## src/verilog/cpu_params.svh

```systemverilog
`ifndef CPU_PARAMS_SVH
`define CPU_PARAMS_SVH

// datapath and instruction word width
`define CPU_WORD_W 16

// architectural registers, r0 hardwired to zero
`define CPU_REG_CNT 16

// memory depths in words, byte address bits [8:1] select the word
`define CPU_IMEM_DEPTH 256
`define CPU_DMEM_DEPTH 256

`endif

```

## src/verilog/isaPkg.sv

```systemverilog
package isaPkg;

	// top nibble of every instruction word
	typedef enum logic [3:0] {
		opAdd = 4'h0, // rd = rs + rt
		opSub = 4'h1, // rd = rs - rt
		opXor = 4'h2,
		opSll = 4'h4, // shift amount sits in the rt field
		opSra = 4'h5,
		opLw  = 4'h8, // rd = mem[rs + 2*off]
		opSw  = 4'h9, // mem[rs + 2*off] = rd
		opLlb = 4'hA, // low byte of rd from imm8
		opLhb = 4'hB, // high byte of rd from imm8
		opB   = 4'hC, // pc-relative, 9-bit word offset
		opBr  = 4'hD, // target from rs
		opPcs = 4'hE, // rd = pc + 2
		opHlt = 4'hF
	} opcodeT;

	// branch condition field, instr[11:9]
	typedef enum logic [2:0] {
		condNe     = 3'd0,
		condEq     = 3'd1,
		condGt     = 3'd2, // z and n both clear
		condLt     = 3'd3,
		condGe     = 3'd4,
		condLe     = 3'd5,
		condOv     = 3'd6,
		condAlways = 3'd7
	} condT;

	typedef enum logic [2:0] {
		aluAdd, aluSub, aluXor, aluSll, aluSra, aluByteLow, aluByteHigh, aluPassB
	} aluOpT;

	typedef struct packed {
		logic z; // result was zero
		logic n; // result msb
		logic v; // signed overflow on add/sub
	} flagsT;

endpackage

```

## src/verilog/pipePkg.sv

```systemverilog
`include "cpu_params.svh"

package pipePkg;
	import isaPkg::*;

	typedef struct packed {
		logic                   valid;
		logic [`CPU_WORD_W-1:0] instr;
		logic [`CPU_WORD_W-1:0] pcPlus2; // needed by B and PCS
	} ifIdT;

	typedef struct packed {
		logic                   valid;
		aluOpT                  aluOp;
		logic [`CPU_WORD_W-1:0] opA;
		logic [`CPU_WORD_W-1:0] opB;
		logic [`CPU_WORD_W-1:0] storeData; // rd value for SW
		logic [3:0]             dstReg;
		logic                   regWrite;
		logic                   memRead;
		logic                   memWrite;
		logic                   setZ; // flag update enables
		logic                   setN;
		logic                   setV;
		logic                   isHalt;
	} idExT;

	typedef struct packed {
		logic                   valid;
		logic [`CPU_WORD_W-1:0] aluResult; // also the data address
		logic [`CPU_WORD_W-1:0] storeData;
		logic [3:0]             dstReg;
		logic                   regWrite;
		logic                   memRead;
		logic                   memWrite;
		logic                   isHalt;
	} exMemT;

	typedef struct packed {
		logic                   valid;
		logic [`CPU_WORD_W-1:0] wbData;
		logic [3:0]             dstReg;
		logic                   regWrite;
		logic                   isHalt;
	} memWbT;

endpackage

```

## src/verilog/exStage.sv

```systemverilog
`include "cpu_params.svh"

module exStage (
	input  logic            clk,
	input  logic            rstN,
	input  pipePkg::idExT   idEx,
	output isaPkg::flagsT   flags,
	output pipePkg::exMemT  exMem
);
	import isaPkg::*;

	localparam int Msb = `CPU_WORD_W - 1;

	logic [`CPU_WORD_W-1:0] a;
	logic [`CPU_WORD_W-1:0] b;
	logic [`CPU_WORD_W-1:0] result;
	logic [3:0]             shamt;
	logic                   ovf;

	assign a     = idEx.opA;
	assign b     = idEx.opB;
	assign shamt = b[3:0]; // only the low nibble counts

	always_comb begin
		result = b; // pass-through by default
		ovf    = 1'b0;
		case (idEx.aluOp)
			aluAdd: begin
				result = a + b; // also address generation
				ovf    = (a[Msb] == b[Msb]) && (result[Msb] != a[Msb]);
			end
			aluSub: begin
				result = a - b;
				ovf    = (a[Msb] != b[Msb]) && (result[Msb] != a[Msb]);
			end
			aluXor:      result = a ^ b;
			aluSll:      result = a << shamt;
			aluSra:      result = $signed(a) >>> shamt;
			aluByteLow:  result = {a[Msb:8], b[7:0]}; // keep old high byte
			aluByteHigh: result = {b[7:0], a[7:0]};
			default:     result = b; // PCS
		endcase
	end

	// each instruction updates only its own flags
	always_ff @(posedge clk) begin
		if (!rstN) begin
			flags <= '0;
		end else if (idEx.valid) begin
			if (idEx.setZ) begin
				flags.z <= (result == '0);
			end
			if (idEx.setN) begin
				flags.n <= result[Msb];
			end
			if (idEx.setV) begin
				flags.v <= ovf;
			end
		end
	end

	always_ff @(posedge clk) begin
		exMem.aluResult <= result;
		exMem.storeData <= idEx.storeData;
		exMem.dstReg    <= idEx.dstReg;
		exMem.regWrite  <= idEx.regWrite;
		exMem.memRead   <= idEx.memRead;
		exMem.memWrite  <= idEx.memWrite;
		exMem.isHalt    <= idEx.isHalt;
		if (!rstN) begin
			exMem.valid <= 1'b0;
		end else begin
			exMem.valid <= idEx.valid;
		end
	end

endmodule

```

## config.mk

```make
export PLATFORM = sky130hd
export DESIGN_NAME = exStage
export DESIGN_NICKNAME = d
export VERILOG_FILES = /design/src/verilog/isaPkg.sv /design/src/verilog/pipePkg.sv /design/src/verilog/exStage.sv
export VERILOG_INCLUDE_DIRS = /design/src /design/src/verilog
export SDC_FILE = /design/constraint.sdc
export NUM_CORES = 1
export LEC_CHECK = 0
export BUFFER_PORTS_ARGS = -buffer_cell sky130_fd_sc_hd__buf_4
export CORE_UTILIZATION = 35
export CTS_BUF_LIST = sky130_fd_sc_hd__clkbuf_4 sky130_fd_sc_hd__clkbuf_8
export CTS_CLUSTER_SIZE = 25
export DETAILED_ROUTE_END_ITERATION = 6
export SLEW_MARGIN = 5
export SYNTH_ARGS = -nofsm -noshare
export SYNTH_HDL_FRONTEND = slang
export SYNTH_SLANG_ARGS = --single-unit
```

## constraint.sdc

```tcl
create_clock -name clk -period 5.35 [get_ports clk]
set_input_delay 1.07 -clock clk [delete_from_list [all_inputs] [get_ports clk]]
set_output_delay 1.07 -clock clk [all_outputs]
set_load 0.01 [all_outputs]
```

* Word-level counts from Yosys, hierarchy flattened
Index checks and enable logic that the tools add are counted.
** Storage, ports and cells
- Register bits after elaboration :: 44
- Output and inout port bits :: 44
- Logic and storage cells :: 35
** Cells by class
- Reduce and logical (&&, ||, !) cells :: 7
- Bitwise operators :: 1
- Add/subtract/negate cells :: 2
- Shifts and indexed selects :: 2
- Equal/unequal tests :: 10
- Multiplexer cells :: 2
** Operators by type and width (count)
- case mux 16 bit (7 select lines) :: 1
- adder 16 bit :: 1
- zero test 16 bit :: 1
- left shift 16 x 4 -> 16 bit :: 1
- >>> shifter 16 x 4 -> 16 bit :: 1
- subtractor 16 bit :: 1
- bitwise XOR 16 bit :: 1
- == test 3 bit (second input constant) :: 3
- == test 3 x 2 -> 1 bit (second input constant) :: 2
- AND reduction 2 bit :: 3
- == test 3 x 1 -> 1 bit (second input constant) :: 1
- zero test 3 bit :: 1
- != test 1 bit :: 3
- logical AND 1 bit :: 2
- case mux 1 bit (2 select lines) :: 1
- == test 1 bit :: 1

* Longest topological paths before layout
Gate-level depths: netlist of run 1.
- Depth in word-level cells :: 4
- Depth in mapped cells :: 15
- Gate-level depth less buffers :: 13

* Least setup slack after synthesis of run 1
OpenSTA, ideal clock, no wires.
- Path kind :: input port to flip-flop
- Start :: input port idEx[29] in the netlist's numbering
- End :: register flags[2] in the netlist's numbering
- Arrival :: 4426 ps
- Data required time :: 5266 ps
- Stages :: 15
- Setup slack :: 840 ps
- Cell sequence :: clkbuf_8 > inv_1 > clkbuf_1 > clkbuf_1 > ha_1 > nand2b_1 > o311ai_1 > a211oi_1 > a2111oi_0 > nor2_1 > mux2_2 > a211oi_1 > o2111ai_1 > or4_1 > o31ai_2
** On the way
- Longest elaborated chain between the ends :: 3
** RTL lines
- from (decl) :: line exStage.sv:6 : input pipePkg::idExT idEx,
- subtractor 16 bit (tied with other cells) :: line exStage.sv:33 : result = a - b;
- case mux 16 bit (7 select lines) * :: line exStage.sv:27 : case (idEx.aluOp)
- zero test 16 bit * :: line exStage.sv:51 : flags.z <= (result == '0);
- to (decl) :: line exStage.sv:7 : output isaPkg::flagsT flags,
Every way passes the cells marked *; elsewhere a longest branch is shown, timed or not.
A chain may end at the register's enable or synchronous reset.

* Worst setup path in the final report of run 1
- Start :: input port idEx[30] in the netlist's numbering
- End :: register flags[2] in the netlist's numbering
The elaborated chain is that of the path after synthesis.

==> tab_implementation.tex, run 1 <==
\begin{tabular}{lr}
\hline
Metric & Value \\
\hline
\multicolumn{2}{l}{\textbf{STA}} \\
\quad Fmax & 229 MHz \\
\quad Slack of the critical path & 0.980 ns \\
\quad Final setup violating endpoints & 0 \\
\quad Post-Route Setup TNS & 0 ns \\
\quad Post-route minimum period & 4.37 ns \\
\quad Relative slew margins & 58.5\% \\
\quad Slew at the pin closest to its max-slew limit & 0.615 ns \\
\quad Max Slew Vio Count & 0 \\
\quad Number of hold-slack violations in the final timing report & 0 \\
\quad Worst clock skew & 0 ns \\
\quad Final period utilization & 81.7\% \\
\quad Worst slack on hold paths & 0.480 ns \\
\quad Setup repair after global routing missed its margin & no \\
\multicolumn{2}{l}{\textbf{Place}} \\
\quad Count of buffers inserted at the top-level ports & 108 \\
\quad Weighted congestion at the end of routability-driven global placement & 0.992 \\
\quad Worst-case setup slack after placement & 0.708 ns \\
\quad HPWL after detailed placement & 13.5 mm \\
\quad Cell count after placement & 865 \\
\multicolumn{2}{l}{\textbf{GRT}} \\
\quad Number of antenna violations at the first check in global routing & 0 \\
\quad Pin count of the biggest net entering global routing & 62 \\
\quad Wire length of the first global-routing pass & 27.2 mm \\
\quad Overflow left after global routing & 0 \\
\quad Gr usage total & 24.2\% \\
\quad Vias in the first global route & 5,056 \\
\multicolumn{2}{l}{\textbf{Setup path}} \\
\quad Capture instance of the worst register-to-register path & flags[1]\$\_SDFFE\_PN0P\_ \\
\quad Start point of the critical path & idEx[30] \\
\quad Cell family with the largest share of critical-path delay & compound AO/OA/AOI/OAI gates \\
\quad Cells traversed along the worst timing path & buf\_4 > inv\_1 > ha\_1 > inv\_1 > o311ai\_1 > a211oi\_1 > a2111oi\_0 > nor2\_1 > mux2\_2 > a211oi\_1 > o2111ai\_1 > or4\_1 > o31ai\_2 \\
\quad Nature of the critical path startpoint & input pin \\
\quad R2R setup slack & 4.64 ns \\
\quad Critical Path Sink Type & flip-flop \\
\quad Worst setup path endpoint & flags[2]\$\_SDFFE\_PN0P\_ \\
\quad Largest driver fanout on the critical path & 18 \\
\quad Worst Path Required & 5.56 ns \\
\quad Worst setup path class & in2reg \\
\quad Launching point of the worst reg2reg path & flags[1]\$\_SDFFE\_PN0P\_ \\
\quad Number of buffers and inverters on the critical path & 3 \\
\quad Standard cell with the maximum stage delay on the critical path & a211oi\_1 \\
\quad Critical Path Stages & 13 \\
\quad Max incr delay on CP & 0.49 ns \\
\quad Worst r2r path cells & 3 \\
\quad Data arrival time at the worst-slack endpoint & 4.58 ns \\
\multicolumn{2}{l}{\textbf{Synthesis}} \\
\quad Sequential element share of the synthesized area & 18.3\% \\
\quad Cell area after synthesis & 4820 um\^{}2 \\
\quad Xor and xnor area share after synthesis & 2.18\% \\
\quad Most used DFF post-synth & dfxtp\_1 \\
\quad Share of flip-flops with an asynchronous set or reset after synthesis & 0\% \\
\quad Share of the synthesized area in compound gates (AO/OA/AOI/OAI) & 27.2\% \\
\quad Seq cells post-synth & 44 \\
\quad Gate Count Post-Synth & 621 \\
\quad Mux cell area share after synthesis & 14.2\% \\
\quad Post-Syn Area per Cell & 7.76 um\^{}2 \\
\quad Synth area leaders & dfxtp\_1 18\%, ha\_1 8.3\%, mux2i\_1 5.8\% \\
\quad Distinct cell type count after synthesis & 74 \\
\quad Post-synthesis simple-gate area fraction & 20.6\% \\
\quad Post-synthesis net count & 720 \\
\quad Number of synthesized flops with an enable pin & 0 \\
\quad Main combinational cell family by area after synthesis & compound AO/OA/AOI/OAI gates \\
\quad Library cell with the largest summed area after synthesis & dfxtp\_1 \\
\quad Fraction of synthesized cell area taken by the top area cell type & 18.3\% \\
\quad Number of warnings printed during yosys synthesis & 0 \\
\quad Adder and majority gate portion of the synthesized area & 9.14\% \\
\multicolumn{2}{l}{\textbf{CTS}} \\
\quad Sinks on the clock net & 44 \\
\quad Worst skew pair latency & 0.29 ns \\
\quad CTS tree & built \\
\quad Root buf cell & clkbuf\_8 \\
\quad Maximum root-to-sink buffer count & 2 \\
\quad Clock buffers created by TritonCTS & 5 \\
\quad Resized Gates After CTS & 0 \\
\quad H-tree levels & 2 \\
\quad Post-CTS setup buffer count & 0 \\
\quad Post-CTS clock slew at the launch and capture registers of the worst setup and hold paths & 0.08 ns \\
\quad Post-cts hold buffer count & 0 \\
\multicolumn{2}{l}{\textbf{Pwr}} \\
\quad Worst IR Drop VDD & 0.000103 V \\
\quad P per Cell Area & 197 nW/um\^{}2 \\
\quad Leakage & 2.50 nW \\
\multicolumn{2}{l}{\textbf{Routing}} \\
\quad Number of vias after detailed routing & 5,130 \\
\quad Post-route antenna net violation count & 0 \\
\quad Post-route DRC & 0 \\
\quad Number of DRC markers after the initial detailed-route iteration & 471 \\
\quad Average routed wire per standard cell & 19.8 um \\
\quad Detailed Route WL & 17.3 mm \\
\quad First-pass iteration count of the detailed router & 5 \\
\quad Vias per Instance & 5.88 \\
\multicolumn{2}{l}{\textbf{Floorplanning}} \\
\quad Io pins & 109 \\
\quad Cell row count & 42 \\
\quad Initial core utilization & 36.1\% \\
\quad Core footprint & 13,300 um\^{}2 \\
\quad Die extent in x & 119 um \\
\quad Y dimension of the die & 119 um \\
\quad Area enclosed by the die boundary & 14,200 um\^{}2 \\
\multicolumn{2}{l}{\textbf{Layout}} \\
\quad Layout Nets & 795 \\
\quad Count of inserted antenna diode cells & 0 \\
\quad Growth of design area from synthesis to finish & 18.8\% \\
\quad Proportion of layout cells with a drive suffix above 1 & 22.2\% \\
\quad Final standard cell count with taps included and fillers excluded & 873 \\
\multicolumn{2}{l}{\textbf{Min path}} \\
\quad Worst Hold Class & reg2reg \\
\multicolumn{2}{l}{\textbf{Run status}} \\
\quad Result of the run & complete, no violations \\
\multicolumn{2}{l}{\textbf{Run}} \\
\quad Max-capacitance violation count & 0 \\
\hline
\end{tabular}
placed cells by master, fill, tap and decap left out, drive strengths merged, types with 5 or more instances in the layout:
cell type	n
o21ai	37
or2	6
inv	30
nand2b	7
a31oi	6
mux4	13
ha	32
a21o	10
o31ai	8
a211oi	10
dfxtp	44
a21oi	38
or3	10
nor2	61
clkbuf	5
o311ai	5
o21a	6
nor2b	11
mux2	9
nand4	5
mux2i	28
o22ai	6
a221oi	7
xnor2	8
nand3	13
nand2	74
buf	114
o211ai	16
a211o	5
nor3	10
worst min path at each step:
stage | start | endpoint | slack [ns] | depth (start not counted)
after floorplan | flags[0]$_SDFFE_PN0P_ | flags[0]$_SDFFE_PN0P_ | 0.49 | 2
after global placement | flags[0]$_SDFFE_PN0P_ | flags[0]$_SDFFE_PN0P_ | 0.46 | 2
after detailed placement | flags[0]$_SDFFE_PN0P_ | flags[0]$_SDFFE_PN0P_ | 0.47 | 2
after CTS | flags[0]$_SDFFE_PN0P_ | flags[0]$_SDFFE_PN0P_ | 0.49 | 2
after global routing | flags[0]$_SDFFE_PN0P_ | flags[0]$_SDFFE_PN0P_ | 0.51 | 2
final | flags[0]$_SDFFE_PN0P_ | flags[0]$_SDFFE_PN0P_ | 0.48 | 2
cells by family (layout without fill, tap and decap cells):
kind of cell,after synthesis,after routing
AND/OR/NAND/NOR,214,214
multiplexers,50,50
adder cells (fa/ha/maj),34,34
AO/OA/AOI/OAI,191,191
buffers and inverters,76,152
XOR/XNOR,12,12
flip-flops,44,44
sequential cells by signal (all words and copies together), names as in the netlist:
name	flops
flags	3
exMem	41
power breakdown:
group	internal [W]	leakage (nW)	switching (W)
clock	0.000140	0.0583	0.000110
combinational	0.000215	2.07	0.000294
sequential	0.000358	0.370	0.00000857
through the flow:
stage,total power [W],util (%),area (um^2)
global placement,0.000868,42.0,5600
global route,0.00119,42.9,5720
floorplan,0.000685,-,4820
detailed placement,0.000874,42.0,5600
finish,0.00113,42.9,5720
CTS,0.00113,42.9,5720
cell usage after synthesis (5+ instances only):
cell,count
a211oi_1,10
mux2i_1,28
clkbuf_1,29
nand2b_1,7
mux4_2,10
xnor2_1,8
nor2_1,61
o22ai_1,6
nand3_1,13
or2_2,5
nand2_1,74
a31oi_1,6
o31ai_1,7
inv_1,29
mux2_2,9
o21ai_0,37
ha_1,32
o21a_1,6
or3_1,10
clkbuf_8,6
a21oi_1,38
dfxtp_1,44
a21o_1,10
a221oi_1,7
o211ai_1,16
nand4_1,5
nor3_1,10
nor2b_1,11
per-layer routing:
| metal | wire, um | track usage, % | part of all wire, % |
|---|---|---|---|
| met1 | 7300 | 31.2 | 42 |
| met2 | 8000 | 40.4 | 46 |
| met3 | 1320 | 3.64 | 7.6 |
| met4 | 700 | 9.22 | 4.0 |
| met5 | 0 | 0 | 0 |
cell type report:
class	instances	area, um^2
clock inverters	3	47.5
inverters	30	113
clock buffers	5	68.8
flip-flops and latches	44	881
well taps	176	220
fillers	1410	7630
repair buffers	114	856
multi-input cells	501	3530
worst register-to-register path: cells and delay by family, from the launching register on:
| kind | cells | cell delay (ns) |
|---|---|---|
| flip-flops | 1 | 0.32 |
| AO/OA/AOI/OAI | 2 | 0.23 |
| AND/OR/NAND/NOR | 1 | 0.05 |
Power figures use the tool's default switching activity.
==> run 2, diff against run 1 <==
--- a/config.mk
+++ b/config.mk
@@ -6,6 +6,7 @@
 export SDC_FILE = /design/constraint.sdc
 export NUM_CORES = 1
 export LEC_CHECK = 0
+export ABC_AREA = 1
 export BUFFER_PORTS_ARGS = -buffer_cell sky130_fd_sc_hd__buf_4
 export CORE_UTILIZATION = 35
 export CTS_BUF_LIST = sky130_fd_sc_hd__clkbuf_4 sky130_fd_sc_hd__clkbuf_8
==> constraint.sdc (replaced) <==
create_clock -name clk -period 4 [get_ports clk]
set_input_delay 0.8 -clock clk [delete_from_list [all_inputs] [get_ports clk]]
set_output_delay 0.8 -clock clk [all_outputs]
set_load 0.01 [all_outputs]
==> tab_implementation.tex, run 2 <==
\begin{tabular}{lr}
\hline
Metric & Value \\
\hline
\multicolumn{2}{l}{\textbf{GRT}} \\
\quad Overflow left after global routing & 0 \\
\quad Gr usage total & 26.0\% \\
\quad Wire length of the first global-routing pass & 29.8 mm \\
\quad Number of antenna violations at the first check in global routing & 0 \\
\quad Pin count of the biggest net entering global routing & 34 \\
\quad Vias in the first global route & 5,616 \\
\multicolumn{2}{l}{\textbf{CTS}} \\
\quad Post-CTS clock slew at the launch and capture registers of the worst setup and hold paths & 0.09 ns \\
\quad Post-CTS setup buffer count & 0 \\
\quad Clock buffers created by TritonCTS & 5 \\
\quad Root buf cell & clkbuf\_8 \\
\quad Worst skew pair latency & 0.29 ns \\
\quad Sinks on the clock net & 44 \\
\quad Resized Gates After CTS & 0 \\
\quad H-tree levels & 2 \\
\quad CTS tree & built \\
\quad Maximum root-to-sink buffer count & 2 \\
\quad Post-cts hold buffer count & 0 \\
\multicolumn{2}{l}{\textbf{Layout}} \\
\quad Final std cell area, no fill & 6000 um\^{}2 \\
\quad Storage cell area & 881 um\^{}2 \\
\quad Top library cells by usage in the layout, fill and taps aside & 301 x nand2\_1, 175 x nand3\_1, 112 x buf\_4 \\
\quad Proportion of layout cells with a drive suffix above 1 & 15.1\% \\
\quad Largest registers in the final layout & exMem x41, flags x3 \\
\quad Multi-input gate area & 3530 um\^{}2 \\
\quad Growth of design area from synthesis to finish & 19.7\% \\
\quad Fill cell total of the finished layout & 1,571 \\
\quad Layout Nets & 1,100 \\
\quad Most frequent standard cell in the layout excluding fill and tap cells & nand2\_1 \\
\quad Register with the most flip-flops & exMem \\
\quad Count of inserted antenna diode cells & 0 \\
\quad Number of flip-flops under the largest register name & 41 \\
\multicolumn{2}{l}{\textbf{Routing}} \\
\quad Number of vias after detailed routing & 6,160 \\
\quad First-pass iteration count of the detailed router & 5 \\
\quad Vias per Instance & 5.21 \\
\quad Post-route antenna net violation count & 0 \\
\quad Post-route DRC & 0 \\
\quad Detailed Route WL & 19.0 mm \\
\quad Number of DRC markers after the initial detailed-route iteration & 455 \\
\quad Average routed wire per standard cell & 16.1 um \\
\multicolumn{2}{l}{\textbf{Synthesis}} \\
\quad Seq cells post-synth & 44 \\
\quad Library cell with the largest summed area after synthesis & nand2\_1 \\
\quad Synth cell count leaders & 301 x nand2\_1, 175 x nand3\_1, 105 x nor2\_1, 95 x inv\_1, 44 x dfxtp\_1 \\
\quad Number of warnings printed during yosys synthesis & 0 \\
\quad Number of synthesized flops with an enable pin & 0 \\
\quad Fraction of synthesized cell area taken by the top area cell type & 22.5\% \\
\quad Cell area after synthesis & 5010 um\^{}2 \\
\quad Post-synthesis net count & 1,015 \\
\quad Most used DFF post-synth & dfxtp\_1 \\
\quad Sequential element share of the synthesized area & 17.6\% \\
\quad Share of flip-flops with an asynchronous set or reset after synthesis & 0\% \\
\quad Synth area leaders & nand2\_1 23\%, dfxtp\_1 18\%, nand3\_1 17\% \\
\quad Gate Count Post-Synth & 916 \\
\quad Most common cell in the synthesized netlist & nand2\_1 \\
\quad Distinct cell type count after synthesis & 34 \\
\quad Post-Syn Area per Cell & 5.47 um\^{}2 \\
\multicolumn{2}{l}{\textbf{STA}} \\
\quad Setup repair after global routing missed its margin & no \\
\quad Number of hold-slack violations in the final timing report & 0 \\
\quad Post-route minimum period & 3.08 ns \\
\quad Max Slew Vio Count & 0 \\
\quad Final setup violating endpoints & 0 \\
\quad Fmax & 324 MHz \\
\quad Relative slew margins & 55.3\% \\
\quad Post-Route Setup TNS & 0 ns \\
\quad Worst clock skew & 0 ns \\
\quad Final period utilization & 77.0\% \\
\quad Worst slack on hold paths & 0.471 ns \\
\quad Slew at the pin closest to its max-slew limit & 0.666 ns \\
\multicolumn{2}{l}{\textbf{Min path}} \\
\quad Worst Hold Path EP & flags[0]\$\_SDFFE\_PN0P\_ \\
\quad Hold-critical path depth & 2 \\
\quad Worst Hold Class & reg2reg \\
\quad Launch point of the worst hold path & flags[0]\$\_SDFFE\_PN0P\_ \\
\multicolumn{2}{l}{\textbf{Floorplanning}} \\
\quad Cell row count & 43 \\
\quad Io pins & 109 \\
\quad Die extent in x & 122 um \\
\quad Area enclosed by the die boundary & 14,800 um\^{}2 \\
\quad Core footprint & 13,900 um\^{}2 \\
\quad Y dimension of the die & 122 um \\
\quad Initial core utilization & 36.0\% \\
\multicolumn{2}{l}{\textbf{Setup path}} \\
\quad Cell family with the largest share of critical-path delay & simple AND/OR/NAND/NOR gates \\
\quad Nature of the critical path startpoint & input pin \\
\quad Launching point of the worst reg2reg path & flags[1]\$\_SDFFE\_PN0P\_ \\
\quad R2R setup slack & 3.39 ns \\
\quad Standard cell with the maximum stage delay on the critical path & ha\_1 \\
\quad Max incr delay on CP & 0.40 ns \\
\quad Worst r2r path cells & 2 \\
\quad Largest driver fanout on the critical path & 30 \\
\quad Data arrival time at the worst-slack endpoint & 3.32 ns \\
\quad Capture instance of the worst register-to-register path & flags[1]\$\_SDFFE\_PN0P\_ \\
\quad Cells traversed along the worst timing path & buf\_4 > inv\_2 > ha\_1 > inv\_1 > nand2\_1 > nand2\_1 > nand2\_1 > inv\_1 > nand2\_1 > nand3\_1 > nand2\_1 > nor2\_1 > nand3\_1 > nor2\_1 > nand2\_1 > nor2\_1 > nand2\_1 > nor2\_1 > nand2\_1 > a21oi\_2 \\
\quad Critical Path Sink Type & flip-flop \\
\quad Number of buffers and inverters on the critical path & 4 \\
\quad Worst setup path class & in2reg \\
\quad Most common cell type on the critical path & nand2\_1 \\
\quad Worst Path Required & 4.23 ns \\
\multicolumn{2}{l}{\textbf{Pwr}} \\
\quad Worst IR Drop VDD & 0.000143 V \\
\quad Leakage & 3.25 nW \\
\quad P per Cell Area & 256 nW/um\^{}2 \\
\multicolumn{2}{l}{\textbf{Run}} \\
\quad Max-capacitance violation count & 0 \\
\multicolumn{2}{l}{\textbf{Place}} \\
\quad HPWL after detailed placement & 15.6 mm \\
\quad Cell Area, Placed & 5890 um\^{}2 \\
\quad Weighted congestion at the end of routability-driven global placement & 0.980 \\
\quad Count of buffers inserted at the top-level ports & 108 \\
\multicolumn{2}{l}{\textbf{Run status}} \\
\quad Result of the run & complete, no violations \\
\hline
\end{tabular}
run 2: changes by cell type after synthesis, moves of 13 or more:
| cell | previous run | this run |
|---|---|---|
| nand2_1 | 74 | 301 |
| nand3_1 | 13 | 175 |
| inv_1 | 29 | 95 |
| nor2_1 | 61 | 105 |
| mux2i_1 | 28 | 0 |
| clkbuf_1 | 29 | 5 |
| buf_2 | 4 | 21 |
| o21ai_0 | 37 | 23 |
| inv_2 | 1 | 14 |
run 2: worst reg2reg max path: stages, from the launching register on:
cell and delay [ns]:
dfxtp_1 0.34, a21oi_1 0.04, nor3_1 0.15
run 2: worst max path at each step:
stage	start	to	slack [ns]	depth (start not counted)
finish	idEx[28]	flags[2]$_SDFFE_PN0P_	0.92	20
global route	idEx[28]	flags[2]$_SDFFE_PN0P_	0.73	18
CTS	idEx[28]	flags[2]$_SDFFE_PN0P_	1.0	20
detailed placement	idEx[28]	flags[2]$_SDFFE_PN0P_	0.69	20
global placement	idEx[28]	flags[2]$_SDFFE_PN0P_	0.69	20
floorplan	idEx[29]	flags[2]$_SDFFE_PN0P_	1.12	20
run 2: stage by stage:
step | util (%) | instances | setup WS, ns | power (W)
after floorplan | - | 916 | 1.12 | 0.000933
after global placement | 42.2 | 1174 | 0.693 | 0.00119
after detailed placement | 42.2 | 1174 | 0.686 | 0.00119
after CTS | 43.1 | 1182 | 0.997 | 0.00154
after global routing | 43.1 | 1182 | 0.732 | 0.00164
final | 43.1 | 1182 | 0.918 | 0.00153
run 2: layout make-up:
cell class / count / area share (%)
Multi-Input combinational cell: 729 / 58.8
Sequential cell: 44 / 14.7
Clock buffer: 5 / 1.15
Tap cell: 180 / 3.75
Timing Repair Buffer: 112 / 14.0
Inverter: 109 / 6.82
Clock inverter: 3 / 0.771
run 2: logic make-up after synthesis:
logic type,count (synthesis),synth area share (%)
AOI/OAI and AO/OA,76,8.51
adders and majority gates,34,8.78
buffers and inverters,143,12.1
DFF,44,17.6
and+or+nand+nor,619,53.1
run 2: power breakdown:
| part | internal [W] | switching, W |
|---|---|---|
| Sequential | 0.000478 | 0.00000993 |
| Combinational | 0.000251 | 0.000451 |
| Clock | 0.000188 | 0.000155 |
run 2: per-layer routing:
layer	up-vias	global-route usage, %	part of all wire, %
met4	0	6.10	2.4
met2	239	43.8	47
met1	2788	35.2	44
li1	3097	-	-
met5	-	0	0
met3	36	2.95	7.0
